===== src/hw/wordGamePkg.sv =====
// shared letter type, controller states and display constants for the word-guessing game
package wordGamePkg;

    // one ASCII character of the secret word or of a guess
    typedef logic [7:0] letter_t;

    // controller states
    // ENTRY waits for the host word and the start strobe
    // SCAN walks the word one position per cycle
    // JUDGE scores the guess and picks the next state
    typedef enum logic [2:0] {
        ENTRY     = 3'd0,
        WAITGUESS = 3'd1,
        SCAN      = 3'd2,
        JUDGE     = 3'd3,
        WON       = 3'd4,
        LOST      = 3'd5
    } gameState_t;

    // width of the mistake counter and of mistakes left
    localparam int COUNT_W = 4;

    // underscore for a position not yet revealed
    localparam letter_t HIDDEN_CHAR = 8'h5F;

endpackage


===== src/hw/gameStatusIf.sv =====
// per-guess result bundle from the game controller to the display block
`timescale 1ns/1ps

interface gameStatusIf #(
    parameter int WORD_LEN = 5
);
    import wordGamePkg::*;

    // all fields are valid only while resultValid is high
    logic                resultValid;
    logic [WORD_LEN-1:0] hitMask;
    logic                lastHit;
    logic [COUNT_W-1:0]  mistakes;
    logic                won;
    logic                lost;

    modport ctrl (
        output resultValid,
        output hitMask,
        output lastHit,
        output mistakes,
        output won,
        output lost
    );

    modport view (
        input resultValid,
        input hitMask,
        input lastHit,
        input mistakes,
        input won,
        input lost
    );

endinterface


===== src/hw/wordLoader.sv =====
// secret word shift register; the host strobes letters in until the word is full
`timescale 1ns/1ps

module wordLoader #(
    parameter int WORD_LEN = 5
) (
    input  logic                                 clk,
    input  logic                                 nRst,
    input  wordGamePkg::letter_t                 letterIn,
    input  logic                                 letterValid,
    input  logic                                 clear,
    output wordGamePkg::letter_t [WORD_LEN-1:0] word,
    output logic                                 wordReady
);
    localparam int CNT_W = $clog2(WORD_LEN + 1);

    logic [CNT_W-1:0] count;
    logic             shiftEn;

    // full word means further letters are dropped
    assign wordReady = (count == CNT_W'(WORD_LEN));
    assign shiftEn   = letterValid && !wordReady && !clear;

    always_ff @(posedge clk or negedge nRst) begin
        if (!nRst) begin
            count <= '0;
        end else if (clear) begin
            count <= '0;
        end else if (shiftEn) begin
            count <= count + 1'b1;
        end
    end

    // letters enter at the top and move down
    // so the first letter ends up in position 0
    always_ff @(posedge clk) begin
        if (clear) begin
            word <= '0;
        end else if (shiftEn) begin
            for (int i = 0; i < WORD_LEN - 1; i++) begin
                word[i] <= word[i+1];
            end
            word[WORD_LEN-1] <= letterIn;
        end
    end

endmodule


===== src/hw/gameLogic.sv =====
// game controller FSM; scans the secret word one position per cycle and scores each guess
`timescale 1ns/1ps

module gameLogic #(
    parameter int WORD_LEN     = 5,
    parameter int MAX_MISTAKES = 6
) (
    input  logic                                 clk,
    input  logic                                 nRst,
    input  wordGamePkg::letter_t [WORD_LEN-1:0] word,
    input  logic                                 wordReady,
    input  logic                                 startGame,
    input  wordGamePkg::letter_t                 guessLetter,
    input  logic                                 guessValid,
    input  logic                                 newGame,
    output logic                                 guessReady,
    output logic                                 clearWord,
    gameStatusIf.ctrl                            status
);
    import wordGamePkg::*;

    localparam int IDX_W = (WORD_LEN > 1) ? $clog2(WORD_LEN) : 1;

    gameState_t          state;
    gameState_t          nextState;
    logic [IDX_W-1:0]    posIdx;
    letter_t             guessHeld;
    logic [WORD_LEN-1:0] hitMask;
    logic                anyHit;
    logic [COUNT_W-1:0]  mistakeCount;
    logic [COUNT_W-1:0]  mistakeNext;
    logic                accept;
    logic                lastPos;
    logic                fullMask;
    logic                outOfTries;
    logic                gameOver;

    assign guessReady = (state == WAITGUESS);
    assign accept     = guessReady && guessValid;
    assign lastPos    = (posIdx == IDX_W'(WORD_LEN - 1));
    assign fullMask   = &hitMask;
    assign gameOver   = (state == WON) || (state == LOST);
    assign clearWord  = gameOver && newGame;

    // a miss only counts once the whole word has been scanned
    assign mistakeNext = (state == JUDGE && !anyHit) ? mistakeCount + 1'b1 : mistakeCount;
    assign outOfTries  = (mistakeNext >= COUNT_W'(MAX_MISTAKES));

    always_comb begin
        nextState = state;
        case (state)
            ENTRY: begin
                if (startGame && wordReady) begin
                    nextState = WAITGUESS;
                end
            end
            WAITGUESS: begin
                if (accept) begin
                    nextState = SCAN;
                end
            end
            SCAN: begin
                if (lastPos) begin
                    nextState = JUDGE;
                end
            end
            JUDGE: begin
                // win wins over loss on the same guess
                if (fullMask) begin
                    nextState = WON;
                end else if (outOfTries) begin
                    nextState = LOST;
                end else begin
                    nextState = WAITGUESS;
                end
            end
            WON, LOST: begin
                if (newGame) begin
                    nextState = ENTRY;
                end
            end
            default: nextState = ENTRY;
        endcase
    end

    always_ff @(posedge clk or negedge nRst) begin
        if (!nRst) begin
            state        <= ENTRY;
            posIdx       <= '0;
            hitMask      <= '0;
            anyHit       <= 1'b0;
            mistakeCount <= '0;
        end else begin
            state <= nextState;
            case (state)
                WAITGUESS: begin
                    if (accept) begin
                        posIdx <= '0;
                        anyHit <= 1'b0;
                    end
                end
                SCAN: begin
                    if (word[posIdx] == guessHeld) begin
                        hitMask[posIdx] <= 1'b1;
                        anyHit          <= 1'b1;
                    end
                    posIdx <= lastPos ? '0 : posIdx + 1'b1;
                end
                JUDGE: mistakeCount <= mistakeNext;
                WON, LOST: begin
                    if (newGame) begin
                        hitMask      <= '0;
                        mistakeCount <= '0;
                    end
                end
                default: ;
            endcase
        end
    end

    always_ff @(posedge clk) begin
        if (accept) begin
            guessHeld <= guessLetter;
        end
    end

    // result goes out during the JUDGE cycle
    assign status.resultValid = (state == JUDGE);
    assign status.hitMask     = hitMask;
    assign status.lastHit     = anyHit;
    assign status.mistakes    = mistakeNext;
    assign status.won         = (state == JUDGE) ? fullMask : (state == WON);
    assign status.lost        = (state == JUDGE) ? (!fullMask && outOfTries) : (state == LOST);

endmodule


===== src/hw/statusDisplay.sv =====
// display view of the game; holds the revealed word, mistakes left and the win/lose lamps
`timescale 1ns/1ps

module statusDisplay #(
    parameter int WORD_LEN     = 5,
    parameter int MAX_MISTAKES = 6
) (
    input  logic                                 clk,
    input  logic                                 nRst,
    input  wordGamePkg::letter_t [WORD_LEN-1:0] word,
    gameStatusIf.view                            status,
    input  logic                                 newGame,
    output wordGamePkg::letter_t [WORD_LEN-1:0] revealedWord,
    output logic [wordGamePkg::COUNT_W-1:0]      mistakesLeft,
    output logic                                 winLed,
    output logic                                 loseLed
);
    import wordGamePkg::*;

    localparam letter_t [WORD_LEN-1:0] HIDDEN_WORD = {WORD_LEN{HIDDEN_CHAR}};

    letter_t [WORD_LEN-1:0] shownWord;
    logic                   lampLit;

    // secret letter where the mask is set, underscore elsewhere
    always_comb begin
        for (int i = 0; i < WORD_LEN; i++) begin
            shownWord[i] = status.hitMask[i] ? word[i] : HIDDEN_CHAR;
        end
    end

    assign lampLit = winLed || loseLed;

    always_ff @(posedge clk or negedge nRst) begin
        if (!nRst) begin
            revealedWord <= HIDDEN_WORD;
            mistakesLeft <= COUNT_W'(MAX_MISTAKES);
            winLed       <= 1'b0;
            loseLed      <= 1'b0;
        end else if (newGame && lampLit) begin
            // back to the blank board for the next round
            revealedWord <= HIDDEN_WORD;
            mistakesLeft <= COUNT_W'(MAX_MISTAKES);
            winLed       <= 1'b0;
            loseLed      <= 1'b0;
        end else if (status.resultValid) begin
            revealedWord <= shownWord;
            mistakesLeft <= COUNT_W'(MAX_MISTAKES) - status.mistakes;
            // lamps stay lit until a new game
            if (status.won) begin
                winLed <= 1'b1;
            end
            if (status.lost) begin
                loseLed <= 1'b1;
            end
        end
    end

endmodule


===== src/hw/wordGameTop.sv =====
// top level of the word-guessing game; joins loader, controller and display on plain ports
`timescale 1ns/1ps

module wordGameTop #(
    parameter int WORD_LEN     = 5,
    parameter int MAX_MISTAKES = 6
) (
    input  logic                                 clk,
    input  logic                                 nRst,
    input  wordGamePkg::letter_t                 hostLetter,
    input  logic                                 hostLetterValid,
    input  logic                                 startGame,
    input  wordGamePkg::letter_t                 guessLetter,
    input  logic                                 guessValid,
    input  logic                                 newGame,
    output logic                                 wordReady,
    output logic                                 guessReady,
    output logic                                 resultValid,
    output logic                                 lastHit,
    output logic [WORD_LEN-1:0]                  hitMask,
    output wordGamePkg::letter_t [WORD_LEN-1:0] revealedWord,
    output logic [wordGamePkg::COUNT_W-1:0]      mistakesLeft,
    output logic                                 winLed,
    output logic                                 loseLed
);
    import wordGamePkg::*;

    letter_t [WORD_LEN-1:0] secretWord;
    logic                   clearWord;

    gameStatusIf #(.WORD_LEN(WORD_LEN)) statusBus ();

    wordLoader #(.WORD_LEN(WORD_LEN)) loader (
        .clk         (clk),
        .nRst        (nRst),
        .letterIn    (hostLetter),
        .letterValid (hostLetterValid),
        .clear       (clearWord),
        .word        (secretWord),
        .wordReady   (wordReady)
    );

    gameLogic #(.WORD_LEN(WORD_LEN), .MAX_MISTAKES(MAX_MISTAKES)) ctrl (
        .clk         (clk),
        .nRst        (nRst),
        .word        (secretWord),
        .wordReady   (wordReady),
        .startGame   (startGame),
        .guessLetter (guessLetter),
        .guessValid  (guessValid),
        .newGame     (newGame),
        .guessReady  (guessReady),
        .clearWord   (clearWord),
        .status      (statusBus.ctrl)
    );

    statusDisplay #(.WORD_LEN(WORD_LEN), .MAX_MISTAKES(MAX_MISTAKES)) display (
        .clk          (clk),
        .nRst         (nRst),
        .word         (secretWord),
        .status       (statusBus.view),
        .newGame      (newGame),
        .revealedWord (revealedWord),
        .mistakesLeft (mistakesLeft),
        .winLed       (winLed),
        .loseLed      (loseLed)
    );

    // raw per-guess result straight from the controller
    assign resultValid = statusBus.resultValid;
    assign lastHit     = statusBus.lastHit;
    assign hitMask     = statusBus.hitMask;

endmodule


===== config.mk =====
export PLATFORM = sky130hd
export DESIGN_NAME = wordGameTop
export DESIGN_NICKNAME = d
export VERILOG_FILES = /design/src/hw/wordGamePkg.sv /design/src/hw/gameStatusIf.sv /design/src/hw/wordLoader.sv /design/src/hw/gameLogic.sv /design/src/hw/statusDisplay.sv /design/src/hw/wordGameTop.sv
export SDC_FILE = /design/constraint.sdc
export NUM_CORES = 1
export LEC_CHECK = 0
export BUFFER_PORTS_ARGS = -buffer_cell sky130_fd_sc_hd__buf_2
export CAP_MARGIN = 20
export CORE_MARGIN = 2
export CORE_UTILIZATION = 40
export DETAILED_ROUTE_END_ITERATION = 16
export PLACE_DENSITY = 0.64
export SLEW_MARGIN = 10
export SYNTH_ARGS = -nofsm -noshare
export SYNTH_HDL_FRONTEND = slang
export SYNTH_SLANG_ARGS = --single-unit

===== constraint.sdc =====
create_clock -name clk -period 3.9 [get_ports clk]
set_input_delay 0.39 -clock clk [delete_from_list [all_inputs] [get_ports clk]]
set_output_delay 0.39 -clock clk [all_outputs]
set_load 0.02 [all_outputs]

Word-level counts from Yosys, hierarchy flattened
Index checks and enable logic that the tools add are counted.
{ "word_totals": {"register_bits": 113, "inputBits": 22, "word_cells": 115} }
{ "classes": {"n_addsub": 4, "order_cmp": 3, "n_eq_ne": 13, "mux": 42, "n_bitwise": 1, "n_reduce_logical": 32} }
{ "op_table": {"columns": ["op", "n"], "rows": [
  ["$mux W40", 2],
  ["$mux W8", 6],
  ["$mux W3", 10],
  ["$bmux W8 S3", 1],
  ["$mux W4", 4],
  ["$pmux W3 S5", 1],
  ["$reduce_bool A2 Y1", 7],
  ["$eq A3 B3 Y1 const B", 4],
  ["$mux W1", 11],
  ["$mux W5", 2],
  ["$pmux W5 S2", 1],
  ["$logic_and A1 B1 Y1", 9],
  ["$eq A8 B8 Y1", 1],
  ["$pmux W4 S2", 1],
  ["$reduce_and A2 Y1", 4],
  ["$add A3 B1 Y3 const B", 2],
  ["$eq A3 B2 Y1 const B", 2],
  ["$ne A2 B1 Y1 const B", 3],
  ["$pmux W3 S2", 1],
  ["$reduce_and A3 Y1", 2],
  ["$or A5 B5 Y5", 1],
  ["$reduce_and A5 Y1", 1],
  ["$add A4 B1 Y4 const B", 1],
  ["$ge A4 B3 Y1 const B", 1],
  ["12 further kinds", 17]
]} }

Logic depth before layout (Yosys ltp)
Gate-level depths: netlist of the first run.
{ "logic_depth": {"ltp_word": 9, "ltp_mapped": 10, "ltp_nobuf": 8} }

Modules after synthesis
A second synthesis of the first run with hierarchy kept.
{ "hier_totals": {"cells_unflattened": 521, "area_unflattened_um2": 5486.5} }
{ "modules_own_cells": {"columns": ["mod", "instances", "cells_per_inst", "area_per_inst_um2", "seq_area_each_um2"], "rows": [
  ["statusDisplay", 1, 204, 2125.8, 1191.1],
  ["wordLoader", 1, 156, 1804.2, 875.8],
  ["gameLogic", 1, 161, 1556.5, 640.6]
]} }

Least setup slack after synthesis of the first run
No wires, ideal clock.
{ "synth_path": {"path_type": "reg-to-reg", "from": "reg ctrl.posIdx[1]", "to": "reg ctrl.hitMask[0] (netlist: ctrl.status.hitMask[0])", "setup_time_ns": 0.093, "t_arrival_ns": 2.096, "setup_slack_ns": 1.711, "stages_incl_launch_ff": 7, "path_buffers": 1, "cell_sequence": "dfrtp_1 -> buf_2 -> mux4_2 -> a22oi_1 -> mux2i_1 -> nand4_1 -> o31ai_2"} }
{ "synth_between": {"elab_chain_len": 7, "elab_cells_between_ends": 13, "cone_classes": "order compare: 2; eq/ne: 2; mux: 6; bitwise: 1; reduce/logical: 2"} }
{ "synth_rtl": {"columns": ["item", "line", "text"], "rows": [
  ["start, declared", "gameLogic.sv:26", "logic [IDX_W-1:0] posIdx;"],
  ["start signal, assigned", "gameLogic.sv:107", "posIdx <= lastPos ? '0 : posIdx + 1'b1;"],
  ["$lt A3 B4 Y1 (not written as such) or $ge A3 B1 Y1 (tied branches)", "gameLogic.sv:104", "hitMask[posIdx] <= 1'b1;"],
  ["$logic_and A1 B1 Y1 (not written as such)", "gameLogic.sv:104", null],
  ["$mux W1 (not written as such)", "gameLogic.sv:104", null],
  ["$demux W1 S3", null, null],
  ["$or A5 B5 Y5 (no line)", null, null],
  ["$mux W5", "gameLogic.sv:103", "if (word[posIdx] == guessHeld) begin"],
  ["$pmux W5 S2", "gameLogic.sv:95", "case (state)"],
  ["end signal, assigned", "gameLogic.sv:90", "hitMask <= '0;"],
  ["end signal, assigned by index", "gameLogic.sv:104", null],
  ["end signal, assigned", "gameLogic.sv:112", "hitMask <= '0;"],
  ["end, declared", "gameLogic.sv:28", "logic [WORD_LEN-1:0] hitMask;"]
]} }
Parallel ways exist; a longest one is shown, timed or not. The select of a mux whose other input is x is not followed.
A chain may end at the register's enable or synchronous reset.

Final worst setup path of the first run
{ "layout_path": {"from": "reg ctrl.posIdx[0]", "to": "reg ctrl.hitMask[4] (netlist: ctrl.status.hitMask[4])"} }
Same word-level chain as after synthesis.

==> summary.md, run 1 <==
| Metric | Value |
|---|---|
| Final setup vio count | 0 |
| DRC | 0 |
| CP bufs+invs | 1 |
| Worst path max stage delay | between 0.8 and 0.9 ns |
| DIE WIDTH | 114 µm |
| YS warnings | 0 |
| Clock Tree Root | clkbuf_16 |
| Synthesized netlist net count | ~500 |
| Slowest cell on crit path | dfrtp_1 |
| Final setup margin | between 1 and 1.5 ns |
| Non-Filler Instances | between 700 and 800 |
| Total track usage | 0.195 |
| Global placer's final weighted congestion | 0.855 |
| Critical path's top delay family | flip-flops |
| Design Area, Final | slightly below 6000 µm² |
| Num rows | 40 |
| Via density | around 5.4 |
| Die ar. | approximately 13000 µm² |
| Worst Hold Slack | roughly 0.16 ns |
| Antenna cells | 0 |
| Clock sinks | 113 |
| Postcts setup bufs | 0 |
| Clock Latency Late Sink | 0.41 ns |
| Outcome | finished clean |
| Worst setup path category | reg -> reg |
| H-tree lvl count | 4 |
| Core area | about 12000 µm² |
| Largest net degree at the start of global routing | between 40 and 50 |
| Via count | approximately 3800 |
| Period utilisation layout | 0.672 |
| Synth Register Bits | 113 |
| Clk slew on worst S/H paths | 0.05 ns |
| Cell Area, Placed | roughly 5300 µm² |
| Cell Area, Synth | ~4800 µm² |
| Relative max-transition margin | 0.291 |
| Post-synth EDFFs | 8 |
| TritonCTS clock tree | yes |
| Antenna violation net count after detailed routing | 0 |
| Port Buffers | 76 |
| Wire per inst | 16.9 µm |
| Layout cell share with drive strength beyond 1 | 0.283 |
| Commonest non-fill, non-tap cell in the layout | nand2_1 |
| Min cycle time layout | around 2.6 ns |
| Fmax | between 300 and 400 MHz |
| Final Skew | around 0.008 ns |
| Synth-to-Final Area Change | 23.2% |
| Synth Area per Inst | 10.2 µm² |
| WP data arrival | about 2.9 ns |
| Antenna violations before repair | 0 |
| Die Ht | roughly 110 µm |
| Dpl cells | ~670 |
| Max-capacitance violation count | 0 |
| DP Worst Slack | between 1 and 1.5 ns |
| Starting density of the core | 0.405 |
| CP Capture Type | flip-flop |
| Post-synth ARST share | 0.575 |
| Register area share after synthesis | 0.561 |
| Vias in the first global route | 3643 |
| # IOs | 77 |
| Final hold viol count | 0 |
| Worst-case clock buffer depth | 2 |
| Pins Over Slew Limit | 0 |
| CP Data Required Time | between 4 and 5 ns |
| CTS Hold Bufs | 0 |
| Netlist cell types | 53 |
| Setup_tns | 0 ns |
| Resized cells post-CTS | 0 |
| Slew at the pin closest to its max-slew limit | ~1.0 ns |
| Crit Path Max Fanout | 21 |
| Remaining global-route overflow | 0 |
| Fillers | 1070 |
| Power Density | roughly 790 nW/µm² |
| Max VDD drop | around 260 µV |
| WL final | about 12 mm |
| Most frequent cells in the layout | nand2_1, buf_2, a21oi_1, dfxtp_1, dfrtp_1 |
| Pleak | approximately 2.5 nW |
| Main synth FF type | dfxtp_1 |
| First-pass GRT wire length | roughly 19 mm |
| Type of origin of the critical path | flip-flop |
| Synth Instances | 471 |
| Hold WC Path Type | in -> reg |
| RSZ-0062 raised after global routing | false |
| CP cell instances | inv_2, and4_1, a311oi_1, xnor2_1, or3_1, o31ai_2 |
| Fin nets | roughly 570 |
| DR iter-0 viols | 402 |
| TritonCTS buffer count | 17 |
| Post-DP HPWL | ~8.3 mm |
| Drt first pass iters | 5 |
## power breakdown
part / internal, W / switching (W)
sequential: 0.00152 / 0.000426
combinational: 0.000520 / 0.000669
clock: 0.00105 / 0.000525
## kinds of logic (layout without fill, tap and decap cells)
family                   count (synthesis)  after routing  share of synthesized area
AO/OA/AOI/OAI                          119            119                      0.176
XOR/XNOR                                13             13                     0.0236
adder cells (fa/ha/maj)                  6              6                     0.0156
buffers and inverters                   40            127                     0.0350
flip-flops                             113            113                      0.561
multiplexers                            18             18                     0.0415
AND/OR/NAND/NOR                        162            162                      0.148
## final timing paths
kind,cells past startpoint,endpoint,from,slack [ns]
min in group asynchronous,2,loader.count[0],nRst,0.44
worst max-delay path,6,ctrl.status.hitMask[4],ctrl.posIdx[0],1.28
worst min register to register,2,loader.word[5],loader.word[5],0.49
worst max register to register,6,ctrl.status.hitMask[4],ctrl.posIdx[0],1.28
worst min-delay path,1,ctrl.guessHeld[0],guessLetter[0],0.16
max in group asynchronous,3,display.revealedWord[14],nRst,2.80
## layout make-up
class	count	area (µm²)	share of cell area
Sequential cell	113	2710	0.455
Inverter	11	41.3	0.00694
Tap cell	147	184	0.0309
Multi-Input combinational cell	318	1950	0.328
Timing Repair Buffer	84	455	0.0766
Clock inverter	10	133	0.0223
Clock buffer	22	474	0.0798
## synthesized netlist by cell type (3+ instances only)
cell type,count,area (µm²)
dfstp_2,32,841
edfxtp_1,8,240
a32o_1,10,100
nand2b_1,6,37.5
a21oi_1,46,230
dfxtp_1,40,801
inv_1,10,37.5
clkbuf_1,22,82.6
dfrtp_1,33,826
nand3_1,8,40.0
xnor2_1,6,52.6
mux2i_1,14,140
ha_1,6,75.1
o22a_1,30,263
o31ai_2,6,75.1
nor2_1,18,67.6
nor3_1,4,20.0
buf_2,3,15.0
nand2_1,107,402
xor2_1,7,61.3
a211oi_1,3,22.5
o21ai_1,3,15.0
o21ai_0,7,35.0
## flip-flops by register name (all words and copies together), names as in the netlist
register              count
display.revealedWord     40
ctrl.status.lastHit       1
ctrl.status.hitMask       5
loader.word              40
ctrl.posIdx               3
ctrl.state                3
ctrl.guessHeld            8
ctrl.mistakeCount         4
display.winLed            1
display.mistakesLeft      4
loader.count              3
display.loseLed           1
## stage by stage
stage	power [W]	util
after global placement	0.00310	0.446
after floorplan	0.00275	-
after CTS	0.00472	0.497
after detailed placement	0.00314	0.446
final	0.00471	0.499
after global routing	0.00499	0.499
## metal layers
metal / vias to the layer above / routed length, µm / GRT usage
met4: 0 / 158 / 0.0634
met1: 1823 / 5540 / 0.273
met5: - / 0 / 0
met3: 15 / 618 / 0.0457
li1: 1825 / - / -
met2: 114 / 5630 / 0.302
(Power assumes the default switching activity.)
==> run 2, diff against run 1 <==
==> constraint.sdc (replaced) <==
create_clock -name clk -period 2.5 [get_ports clk]
set_input_delay 0.25 -clock clk [delete_from_list [all_inputs] [get_ports clk]]
set_output_delay 0.25 -clock clk [all_outputs]
set_load 0.02 [all_outputs]
==> run 2 against run 1 <==
Net effect:
- utilization increased by 1.4 points
- largest cell class unchanged
- sequential power increased by 55%
- non-clock buffer count increased by 18
- clock power increased by 57%
- critical path type unchanged
==> summary.md, run 2 (same netlist as run 1, synthesis figures left out) <==
| Metric | Value |
|---|---|
| Outcome | finished clean (unchanged) |
| Total track usage | 0.199 (was 0.195) |
| Pleak | 2.62 nW (was 2.51 nW) |
| Max VDD drop | 627 µV (was 265 µV) |
| Clk slew on worst S/H paths | 0.05 ns (about the same) |
| Final hold viol count | 0 (unchanged) |
| WP data arrival | 2.56 ns (was 2.92 ns) |
| Via density | 5.39 (was 5.36) |
| DR iter-0 viols | 335 (was 402) |
| Fmax | 446 MHz (was 382 MHz) |
| Core area | 11900 µm² (unchanged) |
| Worst-case clock buffer depth | 2 (unchanged) |
| Antenna violation net count after detailed routing | 0 (unchanged) |
| Core Util, Final | 0.514 (was 0.499) |
| Wire per inst | 16.8 µm (was 16.9 µm) |
| Regs by FF count | display.revealedWord: 40 flops, loader.word: 40 flops, ctrl.guessHeld: 8 flops (unchanged) |
| Period utilisation layout | 0.897 (was 0.672) |
| Post-DP HPWL | 8.57 mm (was 8.33 mm) |
| WL final | 12.2 mm (was 11.9 mm) |
| Synth-to-Final Area Change | 26.7% (was 23.2%) |
| Relative max-transition margin | 0.635 (was 0.291) |
| # IOs | 77 (unchanged) |
| Layout cell share with drive strength beyond 1 | 0.297 (was 0.283) |
| TritonCTS clock tree | yes (unchanged) |
| R2R Setup Slk | 0.26 ns (was 1.28 ns) |
| CP Data Required Time | 2.82 ns (was 4.20 ns) |
| RSZ-0062 raised after global routing | false (unchanged) |
| DRC | 0 (unchanged) |
| Worst setup endpoint | ctrl.status.hitMask[2] (was ctrl.status.hitMask[4]) |
| Worst R2R Path Depth | 6 (unchanged) |
| Max-capacitance violation count | 0 (unchanged) |
| First-pass GRT wire length | 19.9 mm (was 19.5 mm) |
| Num rows | 40 (unchanged) |
| Commonest non-fill, non-tap cell in the layout | nand2_1 (unchanged) |
| Most frequent cells in the layout | nand2_1, buf_2, a21oi_1, dfxtp_1, dfrtp_1 (unchanged) |
| Min cycle time layout | 2.24 ns (was 2.62 ns) |
| Port Buffers | 76 (unchanged) |
| Die Ht | 114 µm (unchanged) |
| Hold WC Path Type | in -> reg (unchanged) |
| Antenna cells | 0 (unchanged) |
| Drt first pass iters | 5 (unchanged) |
| Pins Over Slew Limit | 0 (unchanged) |
| Antenna violations before repair | 0 (unchanged) |
| Final setup margin | 0.257 ns (was 1.28 ns) |
| RR Startpoint | ctrl.posIdx[1] (was ctrl.posIdx[0]) |
| Worst setup path category | reg -> reg (unchanged) |
| Final setup vio count | 0 (unchanged) |
| CP Capture Type | flip-flop (unchanged) |
| DP Worst Slack | 0.102 ns (was 1.32 ns) |
| Setup_tns | 0 ns (unchanged) |
| Clock sinks | 113 (unchanged) |
| TritonCTS buffer count | 17 (unchanged) |
| Remaining global-route overflow | 0 (unchanged) |
| Starting density of the core | 0.405 (unchanged) |
| H-tree lvl count | 4 (unchanged) |
| Fin nets | 591 (was 573) |
| Power Density | 1210 nW/µm² (was 792 nW/µm²) |
| Clock Tree Root | clkbuf_16 (unchanged) |
| Final Skew | 0.00906 ns (was 0.00782 ns) |
| Type of origin of the critical path | flip-flop (unchanged) |
| Vias in the first global route | 3861 (was 3643) |
| Via count | 3894 (was 3777) |
| Tot Pwr | 0.00743 W (was 0.00471 W) |
| DIE WIDTH | 114 µm (unchanged) |
| Worst Setup SP | ctrl.posIdx[1] (was ctrl.posIdx[0]) |
| Worst reg2reg endpoint | ctrl.status.hitMask[2] (was ctrl.status.hitMask[4]) |
| Slew at the pin closest to its max-slew limit | 0.546 ns (was 1.05 ns) |
| Largest net degree at the start of global routing | 44 (was 46) |
| Global placer's final weighted congestion | 0.908 (was 0.855) |
| Crit Path Max Fanout | 9 (was 21) |
| Clock Latency Late Sink | 0.41 ns (about the same) |
| Die ar. | 13000 µm² (unchanged) |
## run 2: cell types whose count changed in the layout (fill, tap and decap cells not counted), sizes merged
cell,before,now
clkinvlp,3,0
dlygate4sd3,1,7
bufinv,3,1
buf,83,95
clkbuf,22,25
clkinv,4,6
## run 2: cell type report
class / instances / area, µm²
well taps: 147 / 184
fillers: 1060 / 5790
inverters: 11 / 41.3
clock buffers: 25 / 561
repair buffers: 102 / 606
multi-input cells: 318 / 1960
clock inverters: 7 / 63.8
flip-flops and latches: 113 / 2710
## run 2: what timing repair did
| action | in CTS | in global routing |
|---|---|---|
| resized for setup | 0 | 1 |
| endpoints found under the hold margin | 14 | 1 |
| buffers inserted | 0 | 1 |
| hold buffers | 6 | 1 |
| endpoints found under the setup margin | 0 | 6 |
## run 2: how the worst min path moves through the flow
stage	from	to	slack (ns)	cells past startpoint
4_1_cts	guessLetter[4]	ctrl.guessHeld[4]	0.001	1
3_5_place_dp	nRst	ctrl.posIdx[2]	0.16	1
6_report	guessLetter[6]	ctrl.guessHeld[6]	0.02	1
3_3_place_gp	nRst	ctrl.posIdx[2]	0.16	1
2_1_floorplan	nRst	ctrl.mistakeCount[0]	-0.05	0
5_1_grt	guessLetter[7]	ctrl.guessHeld[7]	0.004	1
## run 2: metrics by stage
step / hold WS (ns) / std cells / instance area (µm²)
floorplan: -0.0456 / 471 / 4830
global placement: 0.165 / 683 / 5410
detailed placement: 0.165 / 683 / 5410
CTS: 0.00125 / 721 / 6100
global route: 0.00357 / 723 / 6120
finish: 0.0195 / 723 / 6120
## run 2: worst max-delay path, cell delays in order (launching register included)
cell	delay, ns
dfrtp_1	0.51
or4b_1	0.54
o21ai_1	0.11
a311oi_1	0.08
xnor2_1	0.14
or3_1	0.51
o31ai_2	0.26
## run 2: per-layer routing
metal | GRT usage | share of wire | up-vias | wire (µm)
met2 | 0.299 | 0.45 | 118 | 5540
met3 | 0.0510 | 0.053 | 23 | 643
met4 | 0.0951 | 0.027 | 0 | 330
met5 | 0 | 0 | - | 0
met1 | 0.270 | 0.47 | 1888 | 5660
li1 | - | - | 1865 | -
## run 2: power by group
part	switching, W	leakage (nW)	internal [W]
clock	0.000818	0.313	0.00165
sequential	0.000632	1.19	0.00237
combinational	0.00109	1.12	0.000866
==> run 3, diff against run 2 <==
--- a/config.mk
+++ b/config.mk
@@ -11,6 +11,7 @@
 export CORE_UTILIZATION = 40
 export DETAILED_ROUTE_END_ITERATION = 16
 export PLACE_DENSITY = 0.64
+export REMOVE_ABC_BUFFERS = 1
 export SLEW_MARGIN = 10
 export SYNTH_ARGS = -nofsm -noshare
 export SYNTH_HDL_FRONTEND = slang
==> run 3 against run 2 <==
Net effect:
- clock-buffer cell count is 1 lower
- cell area is 1.7% lower
- routed wire length hardly changed
- highest routed layer unchanged
- hold slack better by 0.0044 ns
- final cell count is 1.4% lower
- global-route usage is 0.48 points lower
- register-to-register slack worse by 0.11 ns
- sequential cell count stayed put
- critical endpoint is now ctrl.status.hitMask[0]
- largest cell class unchanged
- non-clock buffer count is 10 lower
- sequential share of layout area is 0.77 points higher
==> summary.md, run 3 (same netlist as run 1, synthesis figures left out) <==
| Metric | Value |
|---|---|
| Max VDD drop | 556 µV (was 627 µV) |
| Vias in the first global route | 3703 (was 3861) |
| RR Startpoint | ctrl.posIdx[1] (unchanged) |
| First-pass GRT wire length | 19.7 mm (was 19.9 mm) |
| Antenna cells | 0 (unchanged) |
| Starting density of the core | 0.405 (unchanged) |
| Crit Path Max Fanout | 9 (unchanged) |
| Core area | 11900 µm² (unchanged) |
| Fillers | 1120 (was 1060) |
| Post-DP HPWL | 8.53 mm (was 8.57 mm) |
| DP Worst Slack | 0.147 ns (was 0.102 ns) |
| Global placer's final weighted congestion | 0.840 (was 0.908) |
| Clock sinks | 113 (unchanged) |
| Regs by FF count | display.revealedWord: 40 flops, loader.word: 40 flops, ctrl.guessHeld: 8 flops (unchanged) |
| TritonCTS clock tree | yes (unchanged) |
| Worst Setup SP | ctrl.posIdx[1] (unchanged) |
| Slew at the pin closest to its max-slew limit | 0.824 ns (was 0.546 ns) |
| Port Buffers | 76 (unchanged) |
| Die ar. | 13000 µm² (unchanged) |
| Drt first pass iters | 5 (unchanged) |
| Hold WC Path Type | in -> reg (unchanged) |
| WP data arrival | 2.65 ns (was 2.56 ns) |
| Most frequent cells in the layout | nand2_1, buf_2, a21oi_1, dfxtp_1 (was nand2_1, buf_2, a21oi_1, dfxtp_1, dfrtp_1) |
| Clk slew on worst S/H paths | 0.05 ns (about the same) |
| Fin nets | 581 (was 591) |
| TritonCTS buffer count | 17 (unchanged) |
| Wire per inst | 17.1 µm (was 16.8 µm) |
| Remaining global-route overflow | 0 (unchanged) |
| Worst-case clock buffer depth | 2 (unchanged) |
| R2R Setup Slk | 0.15 ns (was 0.26 ns) |
| Setup_tns | 0 ns (unchanged) |
| WL final | 12.2 mm (about the same) |
| Cell Area, Placed | 5400 µm² (was 5410 µm²) |
| Clock Tree Root | clkbuf_16 (unchanged) |
| Layout cell share with drive strength beyond 1 | 0.297 (about the same) |
| CP Capture Type | flip-flop (unchanged) |
| Antenna violations before repair | 0 (unchanged) |
| DRC | 0 (unchanged) |
| Via density | 5.41 (was 5.39) |
| Outcome | finished clean (unchanged) |
| Relative max-transition margin | 0.450 (was 0.635) |
| Die Ht | 114 µm (unchanged) |
| # IOs | 77 (unchanged) |
| Max-capacitance violation count | 0 (unchanged) |
| Final Skew | 0.00946 ns (was 0.00906 ns) |
| CP Data Required Time | 2.80 ns (was 2.82 ns) |
| RSZ-0062 raised after global routing | false (unchanged) |
| Num rows | 40 (unchanged) |
| Design Area, Final | 6020 µm² (was 6120 µm²) |
| Worst setup path category | reg -> reg (unchanged) |
| H-tree lvl count | 4 (unchanged) |
| Pleak | 2.57 nW (was 2.62 nW) |
| Pins Over Slew Limit | 0 (unchanged) |
| Final setup vio count | 0 (unchanged) |
| Min cycle time layout | 2.35 ns (was 2.24 ns) |
| Worst reg2reg endpoint | ctrl.status.hitMask[0] (was ctrl.status.hitMask[2]) |
| Fmax | 425 MHz (was 446 MHz) |
| Commonest non-fill, non-tap cell in the layout | nand2_1 (unchanged) |
| Largest net degree at the start of global routing | 45 (was 44) |
| Period utilisation layout | 0.941 (was 0.897) |
| Final hold viol count | 0 (unchanged) |
| Worst R2R Path Depth | 5 (was 6) |
| Final setup margin | 0.147 ns (was 0.257 ns) |
| Clock Latency Late Sink | 0.40 ns (was 0.41 ns) |
| Worst setup endpoint | ctrl.status.hitMask[0] (was ctrl.status.hitMask[2]) |
| Type of origin of the critical path | flip-flop (unchanged) |
| DR iter-0 viols | 247 (was 335) |
| DIE WIDTH | 114 µm (unchanged) |
| Worst Hold Slack | 0.0239 ns (was 0.0195 ns) |
| Total track usage | 0.195 (was 0.199) |
| Antenna violation net count after detailed routing | 0 (unchanged) |
| Via count | 3858 (was 3894) |
| Power Density | 1230 nW/µm² (was 1210 nW/µm²) |
| Postcts setup bufs | 0 (unchanged) |
| Synth-to-Final Area Change | 24.7% (was 26.7%) |
| Core Util, Final | 0.505 (was 0.514) |
[run 3: changes by cell type in the layout (fill, tap and decap cells not counted)]
cell and delta:
clkbuf_16 -2, bufinv_16 +1, inv_6 +1, clkinv_4 -1, buf_4 -3, inv_4 +1
dlygate4sd3_1 -7, clkbuf_8 +1, nor3_2 -1, nor3_1 +1, dfrtp_2 +1, clkinv_2 -1
dfrtp_1 -1
[run 3: metrics by stage]
step | cells | power [W]
CTS | 713 | 0.00743
global placement | 681 | 0.00486
global route | 713 | 0.00783
floorplan | 442 | 0.00420
finish | 713 | 0.00740
detailed placement | 681 | 0.00494
[run 3: how the worst min path moves through the flow]
stage,startpoint,end,slack (ns),cells after the start
after floorplan,nRst,ctrl.mistakeCount[0],-0.05,0
after global placement,guessLetter[7],ctrl.guessHeld[7],0.43,1
after detailed placement,guessLetter[6],ctrl.guessHeld[6],0.43,1
after CTS,guessLetter[6],ctrl.guessHeld[6],0.01,1
after global routing,guessLetter[5],ctrl.guessHeld[5],0.01,1
final,guessLetter[7],ctrl.guessHeld[7],0.02,1
[run 3: metal layers]
| layer | up-vias | track usage | wire length, µm |
|---|---|---|---|
| met5 | - | 0 | 0 |
| li1 | 1835 | - | - |
| met3 | 15 | 0.0462 | 583 |
| met4 | 0 | 0.0634 | 193 |
| met2 | 99 | 0.303 | 5800 |
| met1 | 1909 | 0.269 | 5590 |
[run 3: worst max-delay path: stages, from the launching register on]
cell	delay, ns
dfrtp_1	0.57
mux4_2	0.55
a22oi_1	0.19
mux2i_1	0.24
nand4_1	0.35
o31ai_2	0.36
[run 3: cell type report]
type | count | area, µm² | area share
inverter | 11 | 41.3 | 0.00686
multi-input combinational | 318 | 1950 | 0.324
timing repair buffer | 92 | 513 | 0.0853
tap | 147 | 184 | 0.0306
clock buffer | 24 | 524 | 0.0871
sequential | 113 | 2710 | 0.450
clock inverter | 8 | 95.1 | 0.0158
[run 3: repair_timing]
| item | 4_1_cts | 5_1_grt |
|---|---|---|
| hold buffers | 0 | 0 |
| gates resized for setup | 0 | 1 |
| endpoints found under the setup margin | 0 | 4 |
[run 3: report_power, final]
group,total [W],switching (W),internal (W)
combinational,0.00195,0.00109,0.000860
sequential,0.00297,0.000602,0.00237
clock,0.00248,0.000817,0.00166
